--- src/source/ahbMemPkg.sv ---
/*
  AHB-Lite memory subsystem package
  Bus widths, the memory map of the on-chip RAM window, the HTRANS,
  HSIZE and HRESP encodings, and the request and reply structs that
  carry a transfer between the top level, the decoder and the RAM
*/

`default_nettype none

package ahbMemPkg;

  ////////////////////////////////////////////////////////////////////////////
  // Bus and memory geometry
  ////////////////////////////////////////////////////////////////////////////

  // Data bus width and the number of byte lanes on it
  localparam int XLEN  = 32;
  localparam int BYTES = XLEN / 8;

  // Address bus width
  localparam int ADDR_W = 32;

  // The RAM occupies one 4 KiB window starting at its base
  localparam logic [ADDR_W-1:0] RAM_BASE  = 32'h8000_0000;
  localparam logic [ADDR_W-1:0] RAM_RANGE = 32'h0000_0FFF;

  // Word index and byte offset widths inside the window
  localparam int RAM_WORD_W = 10;
  localparam int RAM_OFFSET = 2;

  ////////////////////////////////////////////////////////////////////////////
  // Bus encodings
  ////////////////////////////////////////////////////////////////////////////

  // HTRANS values
  localparam logic [1:0] TRANS_IDLE   = 2'b00;
  localparam logic [1:0] TRANS_BUSY   = 2'b01;
  localparam logic [1:0] TRANS_NONSEQ = 2'b10;
  localparam logic [1:0] TRANS_SEQ    = 2'b11;

  // HSIZE values up to the bus width
  localparam logic [2:0] SIZE_BYTE = 3'b000;
  localparam logic [2:0] SIZE_HALF = 3'b001;
  localparam logic [2:0] SIZE_WORD = 3'b010;

  // HRESP values
  localparam logic RESP_OKAY  = 1'b0;
  localparam logic RESP_ERROR = 1'b1;

  ////////////////////////////////////////////////////////////////////////////
  // Shared types
  ////////////////////////////////////////////////////////////////////////////

  // Address-phase control as the master presents it
  typedef struct packed {
    logic [ADDR_W-1:0] addr;
    logic              write;
    logic [1:0]        trans;
    logic [2:0]        size;
  } ahbReqT;

  // One slave's reply during its data phase
  typedef struct packed {
    logic [XLEN-1:0] rdata;
    logic            ready;
    logic            resp;
  } ahbRespT;

  // One write enable per byte lane
  typedef logic [BYTES-1:0] byteMaskT;

endpackage

`default_nettype wire

--- src/source/ahbDecoder.sv ---
/*
  AHB-Lite address decoder with default slave
  Selects the RAM for addresses in its window, answers every other
  active transfer with the two-cycle ERROR response and multiplexes
  the reply of the data-phase owner back onto the bus
*/

`default_nettype none
`timescale 1ns/100ps

module ahbDecoder import ahbMemPkg::*; (
  input  logic    HCLK,
  input  logic    HRESETn,
  input  ahbReqT  req,
  output logic    ramSel,
  input  ahbRespT ramResp,
  output ahbRespT busResp
);

  // Which slave owns the current data phase
  typedef enum logic [1:0] {OWN_NONE, OWN_RAM, OWN_ERR} ownerT;

  // Default slave progress through its two-cycle ERROR reply
  typedef enum logic [1:0] {ERR_IDLE, ERR_WAIT, ERR_LAST} errStateT;

  logic     ramHit;
  logic     active;
  logic     accept;
  ownerT    owner;
  errStateT errState;

  ////////////////////////////////////////////////////////////////////////////
  // Address decode
  ////////////////////////////////////////////////////////////////////////////

  assign ramHit = (req.addr >= RAM_BASE) && (req.addr <= RAM_BASE + RAM_RANGE);
  assign ramSel = ramHit;

  // IDLE and BUSY beats need no slave and complete with zero wait
  assign active = (req.trans != TRANS_IDLE) && (req.trans != TRANS_BUSY);

  // The decoder sees the same ready the master does
  assign accept = busResp.ready && active;

  // Owner is only updated at the end of a data phase
  always_ff @(posedge HCLK or negedge HRESETn) begin
    if (!HRESETn) begin
      owner <= OWN_NONE;
    end else if (busResp.ready) begin
      if (!active) begin
        owner <= OWN_NONE;
      end else if (ramHit) begin
        owner <= OWN_RAM;
      end else begin
        owner <= OWN_ERR;
      end
    end
  end

  ////////////////////////////////////////////////////////////////////////////
  // Default slave
  ////////////////////////////////////////////////////////////////////////////

  // ERROR is held for two cycles with ready low in the first and high in the second
  always_ff @(posedge HCLK or negedge HRESETn) begin
    if (!HRESETn) begin
      errState <= ERR_IDLE;
    end else begin
      case (errState)
        // Bus is stalled here so no new transfer can arrive
        ERR_WAIT: errState <= ERR_LAST;
        default:  errState <= (accept && !ramHit) ? ERR_WAIT : ERR_IDLE;
      endcase
    end
  end

  ////////////////////////////////////////////////////////////////////////////
  // Reply multiplexer
  ////////////////////////////////////////////////////////////////////////////

  always_comb begin
    case (owner)
      OWN_RAM: begin
        busResp = ramResp;
      end
      OWN_ERR: begin
        busResp.rdata = '0;
        busResp.ready = (errState == ERR_LAST);
        busResp.resp  = RESP_ERROR;
      end
      default: begin
        // With no data phase in progress the reply is a zero-wait OKAY
        busResp.rdata = '0;
        busResp.ready = 1'b1;
        busResp.resp  = RESP_OKAY;
      end
    endcase
  end

endmodule

`default_nettype wire

--- config.mk ---
export PLATFORM = sky130hd
export DESIGN_NAME = ahbDecoder
export DESIGN_NICKNAME = d
export VERILOG_FILES = /design/src/source/ahbMemPkg.sv /design/src/source/ahbDecoder.sv
export SDC_FILE = /design/constraint.sdc
export NUM_CORES = 1
export LEC_CHECK = 0
export BUFFER_PORTS_ARGS = -buffer_cell sky130_fd_sc_hd__buf_2
export CAP_MARGIN = 20
export CORE_UTILIZATION = 21
export DETAILED_ROUTE_END_ITERATION = 6
export GPL_ROUTABILITY_DRIVEN = 0
export PLACE_DENSITY = 0.72
export SLEW_MARGIN = 10
export SYNTH_ARGS = -nofsm -noshare
export SYNTH_HDL_FRONTEND = slang
export SYNTH_SLANG_ARGS = --single-unit
--- constraint.sdc ---
create_clock -name HCLK -period 1.4 [get_ports HCLK]
set_clock_uncertainty 0.05 [all_clocks]
set_input_delay 0.21 -clock HCLK [delete_from_list [all_inputs] [get_ports HCLK]]
set_output_delay 0.21 -clock HCLK [all_outputs]
set_load 0.01 [all_outputs]
==> results of run 1 <==
## cell families after synthesis
kind of cell | Yosys count | share of synthesized area
flip-flops | 4 | 0.197
buffers and inverters | 6 | 0.0493
AO/OA/AOI/OAI | 7 | 0.103
adder cells (fa/ha/maj) | 2 | 0.0493
AND/OR/NAND/NOR | 46 | 0.601
## metrics by stage
stage | area [sq um] | hold slack (ns) | setup WS, ns | total power, W | setup TNS (ns)
after floorplan | 508 | -0.136 | -0.0907 | 0.000343 | -0.0907
after global routing | 1140 | 0.250 | -0.356 | 0.000939 | -9.57
after CTS | 1120 | 0.207 | -0.342 | 0.000826 | -6.16
after detailed placement | 1020 | -0.0289 | -0.154 | 0.000551 | -0.311
final | 1140 | 0.213 | -0.317 | 0.000866 | -7.11
after global placement | 1020 | -0.0337 | -0.109 | 0.000538 | -0.216
## path summary, 6_finish.rpt
kind                                to  slack (ns)
setup / recovery            busResp[1]       -0.32
hold / removal                owner[0]        0.21
setup reg to reg              owner[1]       -0.27
hold reg to reg            errState[1]        0.39
max in group asynchronous  errState[0]        0.91
min in group asynchronous     owner[0]        0.27
## cell usage in the layout (no fill, tap or decap)
| cell | netlist | layout |
|---|---|---|
| ha_2 | 0 | 1 |
| nand2_1 | 1 | 1 |
| and2_2 | 2 | 2 |
| a21o_1 | 1 | 1 |
| and3b_1 | 1 | 1 |
| o22ai_1 | 1 | 1 |
| inv_1 | 3 | 2 |
| a21oi_1 | 1 | 1 |
| o21ai_0 | 1 | 1 |
| inv_2 | 0 | 1 |
| nand4_1 | 1 | 1 |
| o211ai_1 | 1 | 1 |
| nor2b_1 | 1 | 1 |
| or2_4 | 1 | 1 |
| nor4_1 | 2 | 1 |
| buf_6 | 0 | 3 |
| nor4_2 | 2 | 3 |
| dlygate4sd3_1 | 0 | 1 |
| nor4b_2 | 1 | 1 |
| buf_4 | 0 | 10 |
| o221a_1 | 1 | 1 |
| and2_1 | 30 | 30 |
| nor2_1 | 3 | 3 |
| nand3_1 | 1 | 1 |
| ha_4 | 0 | 1 |
| o211a_1 | 1 | 1 |
| buf_2 | 2 | 90 |
| dfrtp_1 | 4 | 4 |
| clkbuf_4 | 0 | 3 |
## routing by layer
layer / part of all wire / vias to the layer above / wire [um]
met5: 0 / - / 0
met4: 0 / 0 / 0
met3: 0.11 / 0 / 210
met1: 0.36 / 357 / 711
met2: 0.53 / 56 / 1030
li1: - / 426 / -
## registers in the layout, indices dropped and copies added, names as in the netlist
register  flops
owner         2
errState      2
## what timing repair did
| item | CTS | global route |
|---|---|---|
| gates resized for setup | 6 | 3 |
| endpoints found under the setup margin | 37 | 38 |
| pin swaps | 3 | 2 |
| hold buffers | 1 | 0 |
| setup buffers | 4 | 1 |
| endpoints found under the hold margin | 4 | 0 |
| gates cloned | 2 | 0 |
## power by group
part | switching, W | leakage [nW] | internal, W
clock network | 0.0000441 | 0.0138 | 0.0000957
logic | 0.000189 | 0.653 | 0.000358
registers | 0.0000271 | 0.0516 | 0.000153
## critical path, delay by kind of cell (launching register included)
| kind | cells | cell delay [ns] |
|---|---|---|
| flip-flops | 1 | 0.40 |
| AND/OR/NAND/NOR | 1 | 0.25 |
| AO/OA/AOI/OAI | 1 | 0.20 |
| adder cells (fa/ha/maj) | 1 | 0.19 |
| buffers and inverters | 2 | 0.18 |
## cell type report
| cell class | count | area, sq um | area share |
|---|---|---|---|
| repair buffers | 104 | 569 | 0.498 |
| multi-input cells | 55 | 404 | 0.354 |
| flip-flops and latches | 4 | 100 | 0.0876 |
| well taps | 28 | 35.0 | 0.0307 |
| clock buffers | 3 | 22.5 | 0.0197 |
| inverters | 3 | 11.3 | 0.00986 |
==> reports/results.ini, run 1 <==
[timing]
fmax_mhz = 582
setup_ws_ns = -0.317
fin_crit_ns = 1.72
post-route-period-util = 1.23
maxSlewHeadroom = 0.770
final-hold-violation-count = 0
setup_viol_count_final = 37
worst_slew_pin_slew_ns = 0.341
rsz0062_at_grt = true
drv_slew = 0

[detailed_routing]
post_drt_wl_per_cell_um = 9.89
vias_per_cell = 4.26
vias = 839
routed_wl_um = 1950
postRouteAntennaNets = 0
drc_errors = 0
drtPass1Iterations = 3
dr.first_iter.drc_count = 1

[worst_hold_path]
hp-start = req[4]
holdPathStages = 3
min_path_type = in -> reg

[outcome]
violations = negative setup slack
status = finished, violations left

[synthesis]
yosysMostFrequentCell = and2_1
syn_area_sq_um = 508
ys_top_cells_by_count = and2_1, dfrtp_1, inv_1, nor2_1
synth_seq_area_share = 0.197
yosys.area.top_type = and2_1
yosysWarnings = 0
synth.avg_cell_area_sq_um = 7.82
synth_edf_count = 0
synth_top_area_frac = 0.369
synthTopCellsByArea = and2_1, dfrtp_1, ha_1, nor4_2, and2_2
synth_ff_type = dfrtp_1
netlist_instances = 65
synth_cell_types = 24
synth_nets = 141
async_flop_share = 1.00
yosys_register_bits = 4

[grt]
grt_use_met1 = 0.129
grt_pass1_vias = 733
grt_max_degree = 17
grt-busiest-layer = met2
antenna_found_initial = 0
grtUsageTotal = 0.140
grt_pass1_wl_um = 2790
met2_usage = 0.283
grt.overflow.total = 0
met3_usage = 0.0357

[placed_design]
dp_hpwl_um = 1620
dp_cells = 186
io_buffers = 91

[floorplanning]
core-area_sq_um = 2250
initial_core_util = 0.225
die_w_um = 51.2
rows = 17
die_area_sq_um = 2620
pin_count = 109
die_h_um = 51.2

[layout]
antenna_cells = 0
final_nets = 247
nFillCells = 216
final_layout_size_suffix_gt1_frac = 0.686
syn_to_final_growth_pct = 125
finalNonFillerCells = 197
utilization = 0.507

[job]
drv_cap = 0

[setup_path]
reg2regPathDepth = 7
slowest_delay_ns = 0.40
cp_slowest_cell = dfrtp_1
crit_start = owner[1]
arrival_ns = 1.46
crit_path_max_fanout = 4
critPathKind = reg -> out
startpoint_type = register
cp_cell_sequence = inv_1, ha_2, a21o_1, or2_4, buf_6
timing.rr.start = owner[1]
end_kind = output port
cp.required_ns = 1.14

[power_and_ir_drop]
p_leak_nw = 0.719
powerDensity_nw_per_um2 = 758
irDropWorstVdd_v = 0.000752

[clock_network]
cts_root_buf = clkbuf_4
htreeDepth = 1
clock_latency_ns = 0.23
cts.sinks = 4
cts_made_buffers = 3
ctsLongestPathBuffers = 2
cts_tree = yes
cts.reportedPaths.clkPinSlew_ns = 0.04

Power figures use the tool's default switching activity.
==> run 2: changes to the inputs <==
Settings changed: REMOVE_ABC_BUFFERS set to 1.
==> run 2 against run 1 <==
Power is essentially flat. Utilization grew 3.4 points. Final cell count grew 1.0%. Hold slack lost 0.018 ns. Worst setup slack lost 0.0015 ns. Clock-buffer cell count is the same. Die area is the same. Fmax is essentially flat. Highest routed layer is now met4. Sequential power is essentially flat. The run still ends with negative setup slack left.
==> reports/results.ini, run 2 (synthesis gave the netlist of run 1 again) <==
[floorplanning]
die_area_sq_um = 2620
initial_core_util = 0.225
core-area_sq_um = 2250
die_h_um = 51.2
pin_count = 109
die_w_um = 51.2
rows = 17

[timing]
fin_crit_ns = 1.72
setup_viol_count_final = 37
maxSlewHeadroom = 0.825
rsz0062_at_grt = true
fmax_mhz = 582
post-route-period-util = 1.23
final-hold-violation-count = 0
setup_ws_ns = -0.319
worst_slew_pin_slew_ns = 0.261
drv_slew = 0
hold_ws_ns = 0.195

[power_and_ir_drop]
total_power_w = 0.000867
irDropWorstVdd_v = 0.000571
p_leak_nw = 0.738
powerDensity_nw_per_um2 = 711

[setup_path]
path_delay_family = flip-flops
slowest_delay_ns = 0.41
arrival_ns = 1.46
crit_start = owner[1]
cp.buffers_inverters = 2
timing.rr.start = owner[1]
end_kind = output port
cp_slowest_cell = dfrtp_1
cp_cell_sequence = inv_1, ha_4, a21o_1, or2_4, buf_6
critPathKind = reg -> out
reg2regPathDepth = 6
r2r-end = owner[1]
r2r_slack_ns = -0.23
cp.required_ns = 1.14
startpoint_type = register
crit_path_max_fanout = 5

[layout]
nFillCells = 226
final_common_cell = buf_2
top_regs = errState (2), owner (2)
syn_to_final_growth_pct = 140
final_nets = 249
antenna_cells = 0
mostFrequentLayoutCells = buf_2, and2_1, buf_4
final_layout_size_suffix_gt1_frac = 0.713

[clock_network]
clock_latency_ns = 0.24
cts.reportedPaths.clkPinSlew_ns = 0.04
cts_tree = yes
cts_root_buf = clkbuf_4
ctsLongestPathBuffers = 2
cts.sinks = 4
htreeDepth = 1
cts_made_buffers = 3

[grt]
grt.overflow.total = 0
grt_pass1_wl_um = 2870
grt_max_degree = 17
grtUsageTotal = 0.146
grt_pass1_vias = 743
antenna_found_initial = 0

[placed_design]
io_buffers = 91

[outcome]
violations = negative setup slack
status = finished, violations left

[worst_hold_path]
holdPathStages = 3
hp-start = req[4]
min_path_type = in -> reg
hold-path-endpoint = owner[0]

[detailed_routing]
drc_errors = 0
post_drt_wl_per_cell_um = 9.82
drtPass1Iterations = 2
vias = 844
vias_per_cell = 4.24
routed_wl_um = 1950
dr.first_iter.drc_count = 2
postRouteAntennaNets = 0

[job]
drv_cap = 0

-- run 2: cell types whose count changed in the layout (fill, tap and decap cells not counted), sizes merged --
cell / before / now
buf: 103 / 105
-- run 2: what timing repair did --
action,4_1_cts,5_1_grt
cloned,3,0
setup buffers,5,1
hold buffers,1,0
resized for setup,16,7
hold endpoints to repair,4,0
endpoints found under the setup margin,37,38
pin swaps,5,3
-- run 2: metrics by stage --
stage / utilization / cells / cell area, sq um / setup WS (ns) / setup TNS, ns
6_report: 0.541 / 199 / 1220 / -0.319 / -7.75
2_1_floorplan: - / 62 / 494 / -0.254 / -0.649
3_3_place_gp: 0.457 / 187 / 1030 / -0.106 / -0.220
3_5_place_dp: 0.457 / 187 / 1030 / -0.133 / -0.349
5_1_grt: 0.541 / 199 / 1220 / -0.362 / -9.85
4_1_cts: 0.523 / 199 / 1180 / -0.341 / -8.11
-- run 2: layer usage --
layer  global-route usage  part of all wire  up-vias
met3               0.0208              0.10        5
met5                    0                 0        -
met4               0.0833             0.017        0
met2                0.314              0.55       63
li1                     -                 -      431
met1                0.121              0.33      345
-- run 2: worst reg2reg max path: stages (launching register included) --
cell	delay, ns
dfrtp_1	0.41
inv_1	0.10
ha_4	0.19
a21o_1	0.17
or2_4	0.24
buf_4	0.14
o221a_1	0.23
-- run 2: report_power, final --
group / internal (W) / total [W] / switching (W) / leakage (nW)
sequential: 0.000153 / 0.000181 / 0.0000276 / 0.0516
clock: 0.0000962 / 0.000148 / 0.0000521 / 0.0138
combinational: 0.000344 / 0.000538 / 0.000195 / 0.673
total: 0.000593 / 0.000867 / 0.000274 / 0.738
-- run 2: area by class of cell --
type                            count  area, sq um  area share
Multi-Input combinational cell     55          440       0.361
Tap cell                           28         35.0      0.0287
Sequential cell                     4          100      0.0821
Timing Repair Buffer              106          609       0.500
Clock buffer                        3         22.5      0.0185
Inverter                            3         11.3     0.00924
-- run 2: worst max-delay path by stage --
stage,endpoint,slack (ns),depth (start not counted)
finish,busResp[1],-0.32,5
global route,busResp[1],-0.36,5
CTS,busResp[1],-0.34,4
detailed placement,owner[1],-0.13,5
global placement,owner[1],-0.11,5
floorplan,owner[1],-0.25,5
